### src/tracker_settings.svh
/*
 * Turret tracker constants: data widths, object threshold,
 * hold and fire intervals, and the rest aim point
 */
`ifndef TRACKER_SETTINGS_SVH
`define TRACKER_SETTINGS_SVH

// Sensor and position widths
`define TRK_PIX_W        12
`define TRK_X_W          10
`define TRK_Y_W          9
`define TRK_FRAME_W      24
`define TRK_SUM_W        32

// Object detection
`define TRK_THRESHOLD    3000
`define TRK_MIN_PIXELS   4
`define TRK_AIM_WINDOW   8

// Tracker intervals in pixel clocks
`define TRK_HOLD_CYCLES  2000
`define TRK_FIRE_CYCLES  16

// Rest aim at the middle of a 640x480 view
`define TRK_CENTER_X     320
`define TRK_CENTER_Y     240

`endif
### src/track_pkg.sv
/*
 * Tracker control types: FSM states and timer interval select
 */
`default_nettype none

package track_pkg;

    typedef enum logic [1:0] {
        SEARCH = 2'd0,
        TRACK  = 2'd1,
        FIRE   = 2'd2
    } track_state_t;

    typedef enum logic {
        TMR_HOLD = 1'b0,
        TMR_FIRE = 1'b1
    } timer_sel_t;

endpackage

`default_nettype wire

### src/pixel_pkg.sv
/*
 * Pixel path types: raw samples, positions, sums and frame numbers
 */
`default_nettype none
`include "tracker_settings.svh"

package pixel_pkg;

    // Raw sensor sample
    typedef logic [`TRK_PIX_W-1:0]   pix_t;

    // Position inside the frame
    typedef logic [`TRK_X_W-1:0]     col_t;
    typedef logic [`TRK_Y_W-1:0]     row_t;

    // Running sums and pixel counts
    typedef logic [`TRK_SUM_W-1:0]   sum_t;

    typedef logic [`TRK_FRAME_W-1:0] frame_t;

endpackage

`default_nettype wire

### src/turret_top.sv
/*
 * Turret tracking path: capture, centroid and tracker on the pixel clock
 */
`timescale 1ns/1ps
`default_nettype none

module turret_top (
    input  wire                    d5m_pixlclk,
    input  wire                    rst_n,
    input  wire pixel_pkg::pix_t   d5m_d,
    input  wire                    d5m_fval,
    input  wire                    d5m_lval,
    input  wire                    capture_start,
    input  wire                    capture_stop,
    output pixel_pkg::col_t        aim_x,
    output pixel_pkg::row_t        aim_y,
    output logic                   fire,
    output logic                   locked,
    output pixel_pkg::frame_t      frame_count
);

    logic            pix_valid;
    pixel_pkg::pix_t pix;
    pixel_pkg::col_t col;
    pixel_pkg::row_t row;
    logic            frame_done;
    logic            cent_req;
    logic            cent_ack;
    pixel_pkg::col_t cent_x;
    pixel_pkg::row_t cent_y;

    frame_capture u_capture (
        .d5m_pixlclk   (d5m_pixlclk),
        .rst_n         (rst_n),
        .d5m_d         (d5m_d),
        .d5m_fval      (d5m_fval),
        .d5m_lval      (d5m_lval),
        .capture_start (capture_start),
        .capture_stop  (capture_stop),
        .pix_valid     (pix_valid),
        .pix           (pix),
        .col           (col),
        .row           (row),
        .frame_done    (frame_done),
        .frame_count   (frame_count)
    );

    centroid_accum u_centroid (
        .d5m_pixlclk (d5m_pixlclk),
        .rst_n       (rst_n),
        .pix_valid   (pix_valid),
        .pix         (pix),
        .col         (col),
        .row         (row),
        .frame_done  (frame_done),
        .cent_req    (cent_req),
        .cent_ack    (cent_ack),
        .cent_x      (cent_x),
        .cent_y      (cent_y)
    );

    target_tracker u_tracker (
        .d5m_pixlclk (d5m_pixlclk),
        .rst_n       (rst_n),
        .cent_req    (cent_req),
        .cent_ack    (cent_ack),
        .cent_x      (cent_x),
        .cent_y      (cent_y),
        .aim_x       (aim_x),
        .aim_y       (aim_y),
        .fire        (fire),
        .locked      (locked)
    );

endmodule

`default_nettype wire

### src/target_tracker.sv
/*
 * Target tracker FSM: takes centroids over req/ack, keeps the aim
 * point and raises the fire pulse when the target holds still
 */
`timescale 1ns/1ps
`default_nettype none
`include "tracker_settings.svh"

module target_tracker (
    input  wire                    d5m_pixlclk,
    input  wire                    rst_n,
    input  wire                    cent_req,
    output logic                   cent_ack,
    input  wire pixel_pkg::col_t   cent_x,
    input  wire pixel_pkg::row_t   cent_y,
    output pixel_pkg::col_t        aim_x,
    output pixel_pkg::row_t        aim_y,
    output logic                   fire,
    output logic                   locked
);

    track_pkg::track_state_t state;
    track_pkg::track_state_t state_nxt;
    track_pkg::timer_sel_t   timer_sel;
    logic                    timer_start;
    logic                    expired;
    logic                    take;
    logic                    near_aim;
    pixel_pkg::col_t         dx;
    pixel_pkg::row_t         dy;

    // No new centroid accepted while firing
    assign take = cent_req && !cent_ack && (state != track_pkg::FIRE);

    assign dx = (cent_x >= aim_x) ? cent_x - aim_x : aim_x - cent_x;
    assign dy = (cent_y >= aim_y) ? cent_y - aim_y : aim_y - cent_y;
    assign near_aim = (dx <= pixel_pkg::col_t'(`TRK_AIM_WINDOW)) &&
                      (dy <= pixel_pkg::row_t'(`TRK_AIM_WINDOW));

    // =====================================================================
    // Next state and timer control
    // =====================================================================
    always_comb
    begin
        state_nxt   = state;
        timer_start = 1'b0;
        timer_sel   = track_pkg::TMR_HOLD;
        case (state)
            track_pkg::SEARCH:
            begin
                if (take)
                begin
                    state_nxt   = track_pkg::TRACK;
                    timer_start = 1'b1;
                end
            end
            track_pkg::TRACK:
            begin
                if (take)
                begin
                    timer_start = 1'b1;
                    if (near_aim)
                    begin
                        state_nxt = track_pkg::FIRE;
                        timer_sel = track_pkg::TMR_FIRE;
                    end
                end
                else if (expired)
                    state_nxt = track_pkg::SEARCH;
            end
            track_pkg::FIRE:
            begin
                // Fresh hold once the burst is over
                if (expired)
                begin
                    state_nxt   = track_pkg::TRACK;
                    timer_start = 1'b1;
                end
            end
            default: state_nxt = track_pkg::SEARCH;
        endcase
    end

    always_ff @(posedge d5m_pixlclk or negedge rst_n)
    begin
        if (!rst_n)
        begin
            state    <= track_pkg::SEARCH;
            cent_ack <= 1'b0;
            aim_x    <= pixel_pkg::col_t'(`TRK_CENTER_X);
            aim_y    <= pixel_pkg::row_t'(`TRK_CENTER_Y);
        end
        else
        begin
            state <= state_nxt;

            if (take)
                cent_ack <= 1'b1;
            else if (!cent_req)
                cent_ack <= 1'b0;

            if (take)
            begin
                aim_x <= cent_x;
                aim_y <= cent_y;
            end
            else if (state_nxt == track_pkg::SEARCH)
            begin
                aim_x <= pixel_pkg::col_t'(`TRK_CENTER_X);
                aim_y <= pixel_pkg::row_t'(`TRK_CENTER_Y);
            end
        end
    end

    assign fire   = (state == track_pkg::FIRE);
    assign locked = (state != track_pkg::SEARCH);

    track_timer u_timer (
        .d5m_pixlclk (d5m_pixlclk),
        .rst_n       (rst_n),
        .timer_start (timer_start),
        .timer_sel   (timer_sel),
        .expired     (expired)
    );

endmodule

`default_nettype wire

### src/centroid_accum.sv
/*
 * Centroid unit: sums object pixel positions per frame, divides by
 * the pixel count and offers the mean over a req/ack handshake
 */
`timescale 1ns/1ps
`default_nettype none
`include "tracker_settings.svh"

module centroid_accum (
    input  wire                    d5m_pixlclk,
    input  wire                    rst_n,
    input  wire                    pix_valid,
    input  wire pixel_pkg::pix_t   pix,
    input  wire pixel_pkg::col_t   col,
    input  wire pixel_pkg::row_t   row,
    input  wire                    frame_done,
    output logic                   cent_req,
    input  wire                    cent_ack,
    output pixel_pkg::col_t        cent_x,
    output pixel_pkg::row_t        cent_y
);

    pixel_pkg::sum_t sum_x;
    pixel_pkg::sum_t sum_y;
    pixel_pkg::sum_t obj_cnt;
    logic            obj_pix;
    logic            busy;
    logic            div_start;
    logic            div_busy;
    logic            done_x;
    logic            done_y;
    logic            done_x_seen;
    logic            done_y_seen;
    logic            both_done;

    assign obj_pix = pix_valid && (pix > pixel_pkg::pix_t'(`TRK_THRESHOLD));

    // Open handshake or pending division blocks the next frame
    assign busy      = div_busy || cent_req || cent_ack;
    assign div_start = frame_done && !busy &&
                       (obj_cnt >= pixel_pkg::sum_t'(`TRK_MIN_PIXELS));
    assign both_done = (done_x || done_x_seen) && (done_y || done_y_seen);

    // =====================================================================
    // Per-frame sums
    // =====================================================================
    always_ff @(posedge d5m_pixlclk or negedge rst_n)
    begin
        if (!rst_n)
        begin
            sum_x   <= '0;
            sum_y   <= '0;
            obj_cnt <= '0;
        end
        else if (frame_done)
        begin
            sum_x   <= '0;
            sum_y   <= '0;
            obj_cnt <= '0;
        end
        else if (obj_pix)
        begin
            sum_x   <= sum_x + pixel_pkg::sum_t'(col);
            sum_y   <= sum_y + pixel_pkg::sum_t'(row);
            obj_cnt <= obj_cnt + 1'b1;
        end
    end

    // =====================================================================
    // Division tracking and request side of the handshake
    // =====================================================================
    always_ff @(posedge d5m_pixlclk or negedge rst_n)
    begin
        if (!rst_n)
        begin
            div_busy    <= 1'b0;
            done_x_seen <= 1'b0;
            done_y_seen <= 1'b0;
            cent_req    <= 1'b0;
        end
        else
        begin
            if (div_start)
            begin
                div_busy    <= 1'b1;
                done_x_seen <= 1'b0;
                done_y_seen <= 1'b0;
            end
            else if (div_busy && both_done)
            begin
                div_busy    <= 1'b0;
                done_x_seen <= 1'b0;
                done_y_seen <= 1'b0;
                cent_req    <= 1'b1;
            end
            else
            begin
                done_x_seen <= done_x_seen || done_x;
                done_y_seen <= done_y_seen || done_y;
            end

            if (cent_req && cent_ack)
                cent_req <= 1'b0;
        end
    end

    serial_divider #(.quot_t(pixel_pkg::col_t)) u_div_x (
        .d5m_pixlclk (d5m_pixlclk),
        .rst_n       (rst_n),
        .start       (div_start),
        .dividend    (sum_x),
        .divisor     (obj_cnt),
        .done        (done_x),
        .quotient    (cent_x)
    );

    serial_divider #(.quot_t(pixel_pkg::row_t)) u_div_y (
        .d5m_pixlclk (d5m_pixlclk),
        .rst_n       (rst_n),
        .start       (div_start),
        .dividend    (sum_y),
        .divisor     (obj_cnt),
        .done        (done_y),
        .quotient    (cent_y)
    );

endmodule

`default_nettype wire

### src/frame_capture.sv
/*
 * Sensor front end: registers the D5M bus, gates capture per frame,
 * counts column, row and captured frames
 */
`timescale 1ns/1ps
`default_nettype none

module frame_capture (
    input  wire                    d5m_pixlclk,
    input  wire                    rst_n,
    input  wire pixel_pkg::pix_t   d5m_d,
    input  wire                    d5m_fval,
    input  wire                    d5m_lval,
    input  wire                    capture_start,
    input  wire                    capture_stop,
    output logic                   pix_valid,
    output pixel_pkg::pix_t        pix,
    output pixel_pkg::col_t        col,
    output pixel_pkg::row_t        row,
    output logic                   frame_done,
    output pixel_pkg::frame_t      frame_count
);

    pixel_pkg::pix_t r_d;
    logic            r_fval;
    logic            r_lval;
    logic            fval_q;
    logic            lval_q;
    logic            start_q;
    logic            stop_q;
    logic            run;
    logic            capturing;
    pixel_pkg::col_t x_cnt;
    pixel_pkg::row_t y_cnt;

    // Sensor data register
    always_ff @(posedge d5m_pixlclk)
    begin
        r_d <= d5m_d;
    end

    always_ff @(posedge d5m_pixlclk or negedge rst_n)
    begin
        if (!rst_n)
        begin
            r_fval      <= 1'b0;
            r_lval      <= 1'b0;
            fval_q      <= 1'b0;
            lval_q      <= 1'b0;
            start_q     <= 1'b0;
            stop_q      <= 1'b0;
            run         <= 1'b0;
            capturing   <= 1'b0;
            x_cnt       <= '0;
            y_cnt       <= '0;
            frame_done  <= 1'b0;
            frame_count <= '0;
        end
        else
        begin
            r_fval  <= d5m_fval;
            r_lval  <= d5m_lval;
            fval_q  <= r_fval;
            lval_q  <= r_lval;
            start_q <= capture_start;
            stop_q  <= capture_stop;

            if (start_q)
                run <= 1'b1;
            else if (stop_q)
                run <= 1'b0;

            // Run flag only takes effect at frame start
            if (d5m_fval && !r_fval)
                capturing <= run;

            if (!r_lval)
                x_cnt <= '0;
            else
                x_cnt <= x_cnt + 1'b1;

            if (!r_fval)
                y_cnt <= '0;
            else if (lval_q && !r_lval)
                y_cnt <= y_cnt + 1'b1;

            frame_done <= fval_q && !r_fval && capturing;
            if (fval_q && !r_fval && capturing)
                frame_count <= frame_count + 1'b1;
        end
    end

    assign pix_valid = r_fval && r_lval && capturing;
    assign pix       = r_d;
    assign col       = x_cnt;
    assign row       = y_cnt;

endmodule

`default_nettype wire

### src/track_timer.sv
/*
 * Interval timer for the tracker, hold or fire length, restartable
 */
`timescale 1ns/1ps
`default_nettype none
`include "tracker_settings.svh"

module track_timer (
    input  wire                        d5m_pixlclk,
    input  wire                        rst_n,
    input  wire                        timer_start,
    input  wire track_pkg::timer_sel_t timer_sel,
    output logic                       expired
);

    // Hold is the longer interval
    localparam int CNT_W = $clog2(`TRK_HOLD_CYCLES);

    logic [CNT_W-1:0] count;
    logic             running;

    always_ff @(posedge d5m_pixlclk or negedge rst_n)
    begin
        if (!rst_n)
        begin
            count   <= '0;
            running <= 1'b0;
        end
        else if (timer_start)
        begin
            running <= 1'b1;
            if (timer_sel == track_pkg::TMR_FIRE)
                count <= CNT_W'(`TRK_FIRE_CYCLES - 1);
            else
                count <= CNT_W'(`TRK_HOLD_CYCLES - 1);
        end
        else if (running)
        begin
            if (count == '0)
                running <= 1'b0;
            else
                count <= count - 1'b1;
        end
    end

    assign expired = running && (count == '0);

endmodule

`default_nettype wire

### src/serial_divider.sv
/*
 * Restoring divider, one quotient bit per clock, quotient width
 * taken from the quot_t type
 */
`timescale 1ns/1ps
`default_nettype none

module serial_divider #(
    parameter type quot_t = pixel_pkg::col_t
) (
    input  wire                    d5m_pixlclk,
    input  wire                    rst_n,
    input  wire                    start,
    input  wire pixel_pkg::sum_t   dividend,
    input  wire pixel_pkg::sum_t   divisor,
    output logic                   done,
    output quot_t                  quotient
);

    localparam int QW = $bits(quot_t);
    localparam int SW = $bits(pixel_pkg::sum_t);
    localparam int CW = $clog2(QW + 1);

    logic [SW+QW-1:0] rem_w;
    logic [SW+QW-1:0] dvs_w;
    logic [SW+QW-1:0] diff_w;
    logic [QW-1:0]    quot_q;
    logic [CW-1:0]    bits_left;
    logic             running;
    logic             fits;

    assign fits   = (rem_w >= dvs_w);
    assign diff_w = rem_w - dvs_w;

    always_ff @(posedge d5m_pixlclk or negedge rst_n)
    begin
        if (!rst_n)
        begin
            running   <= 1'b0;
            bits_left <= '0;
            done      <= 1'b0;
        end
        else
        begin
            done <= 1'b0;
            if (start)
            begin
                running   <= 1'b1;
                bits_left <= CW'(QW);
            end
            else if (running)
            begin
                bits_left <= bits_left - 1'b1;
                if (bits_left == CW'(1))
                begin
                    running <= 1'b0;
                    done    <= 1'b1;
                end
            end
        end
    end

    // Divisor starts aligned to the top quotient bit
    always_ff @(posedge d5m_pixlclk)
    begin
        if (start)
        begin
            rem_w <= {{QW{1'b0}}, dividend};
            dvs_w <= {{QW{1'b0}}, divisor} << (QW - 1);
        end
        else if (running)
        begin
            if (fits)
                rem_w <= diff_w;
            dvs_w  <= dvs_w >> 1;
            quot_q <= {quot_q[QW-2:0], fits};
        end
    end

    assign quotient = quot_q;

endmodule

`default_nettype wire

### config.mk
export PLATFORM = sky130hd
export DESIGN_NAME = turret_top
export DESIGN_NICKNAME = d
export VERILOG_FILES = /design/src/track_pkg.sv /design/src/pixel_pkg.sv /design/src/turret_top.sv /design/src/target_tracker.sv /design/src/centroid_accum.sv /design/src/frame_capture.sv /design/src/track_timer.sv /design/src/serial_divider.sv
export VERILOG_INCLUDE_DIRS = /design/src
export SDC_FILE = /design/constraint.sdc
export NUM_CORES = 1
export LEC_CHECK = 0
export ABC_CLOCK_PERIOD_IN_PS = 9300
export BUFFER_PORTS_ARGS = -buffer_cell sky130_fd_sc_hd__buf_2
export CORE_MARGIN = 5
export CORE_UTILIZATION = 40
export CTS_BUF_LIST = sky130_fd_sc_hd__clkbuf_8 sky130_fd_sc_hd__clkbuf_16
export DETAILED_ROUTE_END_ITERATION = 12
export GPL_TIMING_DRIVEN = 1
export PLACE_DENSITY = 0.61
export SLEW_MARGIN = 0
export SYNTH_ARGS = -nofsm -noshare
export SYNTH_HDL_FRONTEND = slang
export SYNTH_SLANG_ARGS = --single-unit
### constraint.sdc
create_clock -name d5m_pixlclk -period 9.3 [get_ports d5m_pixlclk]
set_input_delay 1.395 -clock d5m_pixlclk [delete_from_list [all_inputs] [get_ports d5m_pixlclk]]
set_output_delay 1.395 -clock d5m_pixlclk [all_outputs]
set_load 0.03 [all_outputs]
==> results of run 1 <==
path summary, 6_finish.rpt:
kind | start | end | slack [ps] | cells past startpoint
setup / recovery | u_centroid.u_div_y.rem_w[11] | u_centroid.u_div_y.rem_w[0] | 5190 | 10
hold / removal | u_capture.start_q | u_capture.run | 430 | 1
max in group asynchronous | rst_n | u_capture.frame_done | 6960 | 2
hold reg to reg | u_capture.start_q | u_capture.run | 430 | 1
setup reg to reg | u_centroid.u_div_y.rem_w[11] | u_centroid.u_div_y.rem_w[0] | 5190 | 10
min in group asynchronous | rst_n | u_tracker.aim_y[8] | 820 | 1
synthesized netlist by cell type, types with 18 or more instances:
library cell,instances,share of area
edfxtp_1,147,0.19
and3_1,46,0.012
o21ai_0,115,0.025
nand3_1,67,0.014
a22o_1,66,0.025
o21bai_1,23,0.0074
dfxtp_1,48,0.041
nand4_1,51,0.014
xnor2_1,116,0.044
and2_1,32,0.0086
nor2_1,248,0.040
mux2i_1,27,0.012
nor2b_1,23,0.0062
clkbuf_1,84,0.014
nand2b_1,24,0.0065
dfrtp_1,192,0.21
o211ai_1,18,0.0058
nand2_1,213,0.034
nor3_1,28,0.0060
inv_1,184,0.030
or3_1,26,0.0070
a21o_1,38,0.012
ha_1,146,0.079
a21oi_1,192,0.041
xor2_1,97,0.037
metal layers:
layer  vias to the layer above  part of all wire  routed length [µm]  track usage
met5                         -                 0                   0            0
met4                         0             0.022                1220       0.0477
met3                        88             0.044                2470       0.0245
met2                       369              0.47               26500        0.293
met1                      8772              0.46               25800        0.234
li1                       8820                 -                   -            -
worst max-delay path, cell delays in order, from the launching register on:
cell and delay [ps]:
edfxtp_1 390, ha_1 400, nand2_1 160, nor4_1 300, o311ai_1 200, a2111oi_0 1130, o211ai_1 260, a21oi_1 220
nor2_1 160, nand2_1 110, buf_4 410
registers in the layout, summed over array words and instances, names as in the netlist, 2 cells and up:
register and count:
u_capture.col 10, u_capture.frame_count 24, u_capture.pix 12, u_capture.row 9
u_centroid.obj_cnt 32, u_centroid.sum_x 32, u_centroid.sum_y 32, u_centroid.u_div_x.bits_left 4
u_centroid.u_div_x.dvs_w 41, u_centroid.u_div_x.quotient 10, u_centroid.u_div_x.rem_w 42, u_centroid.u_div_y.bits_left 4
u_centroid.u_div_y.dvs_w 40, u_centroid.u_div_y.quotient 9, u_centroid.u_div_y.rem_w 41, u_tracker.aim_x 10
u_tracker.aim_y 9, u_tracker.state 2, u_tracker.u_timer.count 11
area by class of cell:
type | instances | area, µm² | share of cell area
Clock inverter | 34 | 359 | 0.0139
Inverter | 188 | 706 | 0.0273
Timing Repair Buffer | 78 | 439 | 0.0170
Sequential cell | 393 | 10300 | 0.400
Clock buffer | 49 | 1200 | 0.0466
Tap cell | 765 | 957 | 0.0370
Multi-Input combinational cell | 1801 | 11800 | 0.458
power groups by stage:
stage,sequential (W),combinational (W),clock [W]
floorplan,0.00194,0.000197,0
finish,0.00191,0.000300,0.00188
global route,0.00191,0.000339,0.00200
CTS,0.00191,0.000304,0.00193
global placement,0.00194,0.000295,0
detailed placement,0.00194,0.000302,0
through the flow:
step / total power (W) / instance area [µm²]
4_1_cts: 0.00414 / 25800
5_1_grt: 0.00425 / 25800
3_5_place_dp: 0.00224 / 24300
6_report: 0.00408 / 25800
2_1_floorplan: 0.00214 / 23200
3_3_place_gp: 0.00223 / 24300
kinds of logic after synthesis:
logic type | synth area share
AO/OA/AOI/OAI | 0.164
XOR/XNOR | 0.0803
adder cells (fa/ha/maj) | 0.0820
buffers and inverters | 0.0474
flip-flops | 0.445
multiplexers | 0.0136
AND/OR/NAND/NOR | 0.169
==> run_results.csv, run 1 <==
group,metric,value,unit
outcome,status,"complete, no violations",
layout,area_delta_synth_final,11.1,%
placed_design,gp_congestion,0.893,
global_routing,grt_start_max_net_pins,80,
detailed_routing,drt_iter0_drc,1171,
timing,relSlewSlack,0.135,
timing,worstMarginPinSlew,1260,ps
die,dieArea,63000,µm²
layout,final_cells,3308,
critical_path,cp.required,9520,ps
pwr,vdd.ir_drop.worst,0.137,mV
detailed_routing,detail-route-antenna-nets,0,
cts,htree_num_levels,2,
layout,utilization,0.449,
pwr,p_leak,11.6,nW
pwr,p_per_area,158,nW/µm²
placed_design,place_ws,5300,ps
layout,layout-drive-gt1-share,0.0727,
pwr,combinationalPowerShare,0.074,
global_routing,grt_pass1_wl,92.2,mm
synth,async_flop_share,0.504,
detailed_routing,via_count,18049,
timing,finalCritPeriodShare,0.442,
timing,skew,23.2,ps
global_routing,grt_usage,0.173,
detailed_routing,drc,0,
synth,ys_seq_area_frac,0.445,
global_routing,grt_overflow_total,0,
synth,synth_edf_count,147,
detailed_routing,vias_per_cell,5.46,
cts,root_buffer,"clkbuf_16",
layout,layout_common_cells,"247 x nor2_1, 213 x nand2_1, 192 x inv_1, 192 x a21oi_1, 191 x dfrtp_1",
pwr,clock_power_share,0.460,
critical_path,worstSetupStartpointType,"flip-flop",
timing,finalWorstPathRequiredPeriod,4110,ps
synth,syn_inst,2483,
run,maxCapViolations,0,
synth,synthesis.area,23200,µm²
synth,synthFlopType,"dfrtp_1",
cts,clock_latency,580,ps
cts,clk_pin_slew_worst_paths,60,ps
cts,cts.sinks,393,
critical_path,crit_type,"flip-flop to flip-flop",
critical_path,arrival,4330,ps
layout,fill_cells,5518,
die,die_w,251,µm
cts,cts_buffer_depth,3,
timing,grt_setup_unrepaired,"no",
timing,finalWorstSetupSlack,5190,ps
global_routing,grt_pass1_vias,17966,
detailed_routing,post_drt_wl_per_cell,16.9,µm
die,ios,63,
pwr,pwr-share-seq,0.467,
layout,diodes,0,
pwr,netSwitchingPower,0.000989,W
die,fp.dieH,251,µm
synth,yosysUniqueCellTypes,85,
critical_path,worstPathMaxFanout,32,
synth,postSynthNetCount,2651,
detailed_routing,wirelength,56.0,mm
layout,layout_commonest_cell,"nor2_1",
placed_design,io_buffers,62,
cts,ctsHoldBuffers,0,
timing,setup_viol,0,
timing,hold_ws,431,ps
cts,post_cts_buffers,0,
placed_design,dp_hpwl,39.2,mm
critical_path,end_kind,"flip-flop",
min_path,min_path_type,"flip-flop to flip-flop",
cts,cts_buffers,45,
detailed_routing,dr.pass1.iters,5,
placed_design,dp.cells,3225,
timing,maxSlewViolCount,0,
synth,postSynthAreaPerCell,9.36,µm²
layout,nets,2675,
synth,ys_ff_latch,393,
synth,ys_warn_count,0,
die,initial_core_util,0.404,
pwr,internal_power,0.00309,W
pwr,swShare,0.242,
cts,cts_tree,"done",
timing,fmax,243,MHz
timing,hold_violations,0,
die,core_area,57600,µm²
timing,tns,0,ps
die,num_rows,88,
cts,cts_resized,0,
global_routing,antenna_found_initial,0,
Note: power is estimated with default switching activity, not from simulation.
==> run 2: changes to the inputs <==
--- a/config.mk
+++ b/config.mk
@@ -6,7 +6,7 @@
 export SDC_FILE = /design/constraint.sdc
 export NUM_CORES = 1
 export LEC_CHECK = 0
-export ABC_CLOCK_PERIOD_IN_PS = 9300
+export ABC_CLOCK_PERIOD_IN_PS = 4100
 export BUFFER_PORTS_ARGS = -buffer_cell sky130_fd_sc_hd__buf_2
 export CORE_MARGIN = 5
 export CORE_UTILIZATION = 40
==> constraint.sdc (replaced) <==
create_clock -name d5m_pixlclk -period 4.1 [get_ports d5m_pixlclk]
set_input_delay 0.615 -clock d5m_pixlclk [delete_from_list [all_inputs] [get_ports d5m_pixlclk]]
set_output_delay 0.615 -clock d5m_pixlclk [all_outputs]
set_load 0.03 [all_outputs]
==> run 2 against run 1 <==
Total power up 130%; worst hold slack worse by 400 ps; via count up 0.81%; combinational power up 130%; clock skew down 1.9 ps; clock-buffer cell count up 4; worst setup slack worse by 4700 ps; critical endpoint is now u_tracker.u_timer.count[9]; sequential cell count unchanged; routed wire length up 0.47%; sequential share of layout area down 0.35 points.
==> run_results.csv, run 2 (synthesized netlist as in run 1, its figures left out) <==
group,metric,value,unit
pwr,power,0.00939,W
pwr,combinationalPowerShare,0.075,
critical_path,crit_type,"flip-flop to flip-flop",
global_routing,antenna_found_initial,0,
critical_path,cp.required,4580,ps
critical_path,worstPathMaxFanout,9,
timing,finalCritPeriodShare,0.882,
timing,hold_violations,0,
critical_path,crit-reg2reg-launch,"u_tracker.aim_y[5]",
placed_design,io_buffers,62,
global_routing,grt_pass1_wl,91.7,mm
cts,ctsHoldBuffers,0,
layout,layout-drive-gt1-share,0.0788,
layout,reg.largest.list,"u_centroid.u_div_x.rem_w x42, u_centroid.u_div_x.dvs_w x41, u_centroid.u_div_y.rem_w x41",
placed_design,dp_hpwl,40.3,mm
layout,fill_cells,5456,
layout,area_delta_synth_final,12.1,%
detailed_routing,drt_iter0_drc,1284,
timing,maxSlewViolCount,0,
critical_path,r2r_slack,480,ps
placed_design,gp_congestion,0.882,
outcome,status,"complete, no violations",
timing,fmax,277,MHz
die,dieArea,63000,µm²
cts,htree_num_levels,2,
global_routing,grt_overflow_total,0,
timing,tns,0,ps
cts,cts.sinks,393,
detailed_routing,dr.pass1.iters,4,
pwr,pwr-share-seq,0.459,
cts,post_cts_buffers,0,
cts,cts_resized,0,
die,fp.dieH,251,µm
die,die_w,251,µm
cts,cts_buffers,47,
cts,cts_tree,"done",
die,ios,63,
cts,cts_buffer_depth,3,
detailed_routing,detail-route-antenna-nets,0,
die,initial_core_util,0.404,
die,core_area,57600,µm²
detailed_routing,post_drt_wl_per_cell,16.9,µm
pwr,vdd.ir_drop.worst,0.360,mV
timing,grt_setup_unrepaired,"no",
critical_path,end_kind,"flip-flop",
placed_design,placed_cell_area,24400,µm²
layout,layout_common_cells,"247 x nor2_1, 213 x nand2_1, 194 x inv_1, 192 x a21oi_1, 191 x dfrtp_1",
critical_path,arrival,4100,ps
critical_path,worstSetupStartpoint,"u_tracker.aim_y[5]",
cts,root_buffer,"clkbuf_16",
detailed_routing,via_count,18196,
detailed_routing,vias_per_cell,5.47,
timing,setup_viol,0,
timing,relSlewSlack,0.366,
cts,clock_latency,600,ps
layout,largest_register_ffs,42,
layout,layout_commonest_cell,"nor2_1",
timing,skew,21.2,ps
min_path,min_path_type,"primary input to asynchronous set/reset pin",
pwr,p_leak,11.7,nW
global_routing,grt_pass1_vias,17829,
pwr,internal_power,0.00710,W
detailed_routing,drc,0,
die,num_rows,88,
pwr,clock_power_share,0.466,
layout,largest-register,"u_centroid.u_div_x.rem_w",
run,maxCapViolations,0,
cts,clk_pin_slew_worst_paths,60,ps
global_routing,grt_start_max_net_pins,81,
detailed_routing,wirelength,56.3,mm
layout,stdcell_area,26100,µm²
layout,diodes,0,
pwr,netSwitchingPower,0.00229,W
global_routing,grt_usage,0.173,
pwr,swShare,0.244,
timing,finalWorstPathRequiredPeriod,3620,ps
timing,worstMarginPinSlew,950,ps
pwr,p_per_area,360,nW/µm²
critical_path,worstSetupStartpointType,"flip-flop",
layout,nets,2691,
## run 2: critical path, cell delays in order (launching register included)
cell and delay, ps:
dfstp_2 540, inv_1 50, ha_1 440, a211oi_1 130
o31ai_1 400, xor2_1 140, or3_1 330, o22a_1 200
nor4_1 230, a21oi_1 140, nor4b_2 580, a31oi_1 100
a31o_1 230
## run 2: worst paths after layout
path	cells after the start	endpoint
setup reg to reg	12	u_tracker.u_timer.count[9]
max in group asynchronous	2	u_capture.col[7]
hold / removal	1	u_centroid.u_div_y.bits_left[1]
min in group d5m_pixlclk	1	u_capture.pix[11]
hold reg to reg	1	u_capture.run
setup / recovery	12	u_tracker.u_timer.count[9]
## run 2: area by class of cell
type	count	area (µm²)	area share
clock buffer	53	1280	0.0492
clock inverter	35	353	0.0135
inverter	188	706	0.0271
multi-input combinational	1801	11800	0.454
sequential	393	10300	0.397
tap	765	957	0.0367
timing repair buffer	92	594	0.0228
## run 2: per-stage QoR
step	hold slack, ps	setup slack (ps)	cells	util
6_report	34.4	483	3327	0.453
5_1_grt	66.0	215	3327	0.453
4_1_cts	53.9	576	3327	0.453
3_5_place_dp	423	585	3239	0.424
3_3_place_gp	412	746	3239	0.424
2_1_floorplan	319	724	2483	-
## run 2: power groups by stage
stage,sequential (W),combinational (W),clock [W]
finish,0.00431,0.000704,0.00438
global placement,0.00438,0.000684,0
detailed placement,0.00439,0.000704,0
CTS,0.00431,0.000710,0.00449
global route,0.00433,0.000790,0.00467
floorplan,0.00440,0.000448,0
## run 2: layer usage
metal  global-route usage  vias to the layer above  routed length, µm
met5                    0                        -                  0
met4               0.0440                        0               1200
met3               0.0315                       81               2930
met2                0.282                      425              25900
met1                0.241                     8853              26200
li1                     -                     8837                  -
==> run 3: changes to the inputs <==
--- a/config.mk
+++ b/config.mk
@@ -6,6 +6,7 @@
 export SDC_FILE = /design/constraint.sdc
 export NUM_CORES = 1
 export LEC_CHECK = 0
+export ABC_AREA = 1
 export ABC_CLOCK_PERIOD_IN_PS = 4100
 export BUFFER_PORTS_ARGS = -buffer_cell sky130_fd_sc_hd__buf_2
 export CORE_MARGIN = 5
==> run 3 against run 2 <==
Synthesized cell count increased by 26%; synthesized area rose by 5.1%; clock skew rose by 15 ps; non-clock buffer count shrank 7.
==> run_results.csv, run 3 <==
group,metric,value,unit
synth,synth_area_leaders,"dfrtp_1 20%, edfxtp_1 18%, nand2_1 9.9%",
timing,tns,0,ps
global_routing,grt_overflow_total,0,
critical_path,worstPathMaxFanout,4,
placed_design,dp_hpwl,47.3,mm
die,initial_core_util,0.404,
synth,async_flop_share,0.504,
detailed_routing,drt_iter0_drc,1422,
layout,nets,3379,
detailed_routing,vias_per_cell,5.20,
detailed_routing,drc,0,
synth,synth_top_cell_by_area,"dfrtp_1",
detailed_routing,via_count,20942,
synth,ys_warn_count,0,
die,fp.dieH,257,µm
timing,relSlewSlack,0.361,
detailed_routing,detail-route-antenna-nets,0,
layout,diodes,0,
timing,grt_setup_unrepaired,"no",
cts,cts_tree,"done",
cts,cts_resized,0,
placed_design,io_buffers,62,
die,die_w,257,µm
critical_path,cp.required,4400,ps
die,dieArea,66100,µm²
layout,layout_common_cells,"644 x nand2_1, 487 x inv_1, 288 x nor2_1, 236 x a21oi_1, 234 x o21ai_0",
synth,synthFlopType,"dfrtp_1",
synth,synthesis.area,24400,µm²
synth,postSynthNetCount,3308,
synth,synth_top_area_share,0.197,
layout,layout-drive-gt1-share,0.0665,
placed_design,gp_congestion,0.921,
detailed_routing,dr.pass1.iters,5,
timing,fmax,316,MHz
cts,cts_buffers,46,
layout,area_delta_synth_final,11.7,%
min_path,min_path_type,"primary input to asynchronous set/reset pin",
cts,cts.sinks,393,
detailed_routing,wirelength,63.3,mm
global_routing,antenna_found_initial,0,
timing,hold_violations,0,
layout,largest_register_ffs,42,
synth,syn_inst,3140,
timing,worstMarginPinSlew,955,ps
timing,maxSlewViolCount,0,
timing,finalCritPeriodShare,0.772,
cts,htree_num_levels,2,
die,ios,63,
synth,ys_seq_area_frac,0.423,
global_routing,grt_usage,0.189,
global_routing,grt_pass1_vias,20449,
global_routing,grt_start_max_net_pins,105,
critical_path,worstSetupStartpointType,"flip-flop",
pwr,p_leak,12.4,nW
layout,utilization,0.452,
timing,skew,36.2,ps
outcome,status,"complete, no violations",
synth,yosysUniqueCellTypes,60,
cts,clk_pin_slew_worst_paths,60,ps
synth,synth_common_cells,"646 x nand2_1, 477 x inv_1, 288 x nor2_1",
placed_design,place_ws,955,ps
critical_path,crit_type,"flip-flop to flip-flop",
critical_path,end_kind,"flip-flop",
synth,postSynthAreaPerCell,7.78,µm²
detailed_routing,post_drt_wl_per_cell,15.7,µm
cts,post_cts_buffers,0,
cts,cts_buffer_depth,3,
placed_design,dp.cells,3945,
cts,ctsHoldBuffers,0,
die,core_area,60500,µm²
layout,layout_commonest_cell,"nand2_1",
layout,reg.largest.list,"u_centroid.u_div_x.rem_w x42, u_centroid.u_div_x.dvs_w x41, u_centroid.u_div_y.rem_w x41",
die,num_rows,90,
layout,largest-register,"u_centroid.u_div_x.rem_w",
critical_path,arrival,3470,ps
cts,clock_latency,600,ps
global_routing,grt_pass1_wl,105,mm
synth,yosysMostFrequentCell,"nand2_1",
layout,final_cells,4031,
synth,synth_edf_count,147,
timing,setup_viol,0,
pwr,vdd.ir_drop.worst,0.388,mV
critical_path,rr_worst_depth,11,
timing,finalWorstPathRequiredPeriod,3160,ps
pwr,p_per_area,419,nW/µm²
cts,root_buffer,"clkbuf_16",
run,maxCapViolations,0,
timing,finalWorstSetupSlack,936,ps
synth,ys_ff_latch,393,
run 3: changes by cell type in the layout (fill, tap and decap cells not counted), sizes merged, moves of 42 or more:
cell | previous run | this run
nor2 | 248 | 293
nand3 | 67 | 176
o21ai | 123 | 240
nand2 | 213 | 651
xnor2 | 116 | 29
a21oi | 193 | 236
and3 | 46 | 4
o22ai | 2 | 93
a22o | 66 | 0
inv | 201 | 494
run 3: worst paths after layout:
kind | start | to | slack, ps
max | u_centroid.u_div_y.rem_w[0] | u_centroid.u_div_y.rem_w[30] | 940
min | rst_n | u_tracker.aim_y[8] | 40
max reg2reg | u_centroid.u_div_y.rem_w[0] | u_centroid.u_div_y.rem_w[30] | 940
min reg2reg | u_capture.stop_q | u_capture.run | 420
max in group asynchronous | rst_n | u_capture.frame_count[11] | 3090
min in group d5m_pixlclk | d5m_d[6] | u_capture.pix[6] | 110
run 3: area by class of cell:
cell class              count  area [µm²]
fillers                  6066       33200
multi-input cells        2201       12000
flip-flops and latches    393       10300
inverters                 484        1820
clock buffers              60        1380
well taps                 782         978
repair buffers             85         505
clock inverters            26         287
run 3: cell families (layout without fill, tap and decap cells):
kind of cell | Yosys count | count (layout) | synth area share
AOI/OAI and AO/OA | 683 | 683 | 0.156
and+or+nand+nor | 1276 | 1276 | 0.224
adders and majority gates | 150 | 150 | 0.0780
xor gates and xnor gates | 92 | 92 | 0.0330
buffers and inverters | 546 | 655 | 0.0864
DFF | 393 | 393 | 0.423
run 3: power breakdown:
group          internal [W]  switching (W)
Clock               0.00263        0.00175
Combinational      0.000874        0.00159
Sequential          0.00443       0.000158
run 3: per-stage QoR:
step | hold WS, ps | cell area, µm² | total power [W]
2_1_floorplan | 319 | 24400 | 0.00647
3_3_place_gp | 415 | 25600 | 0.00709
3_5_place_dp | 417 | 25600 | 0.00711
4_1_cts | 74.0 | 27300 | 0.0116
5_1_grt | 82.9 | 27300 | 0.0121
6_report | 39.6 | 27300 | 0.0114
run 3: routing by layer:
metal  track usage  up-vias  part of all wire
li1              -    10703                 -
met1         0.261     9738              0.48
met2         0.316      405              0.46
met3        0.0245       96             0.044
met4        0.0465        0             0.022
met5             0        -                 0
run 3: critical path, stage by stage, from the launching register on:
cell	delay (ps)
edfxtp_1	320
inv_1	40
ha_1	220
fa_1	440
o21ai_2	220
a21oi_1	150
o21ai_0	570
a21oi_1	220
o21ai_0	410
nand2_1	90
nand3_1	90
o21ai_0	90
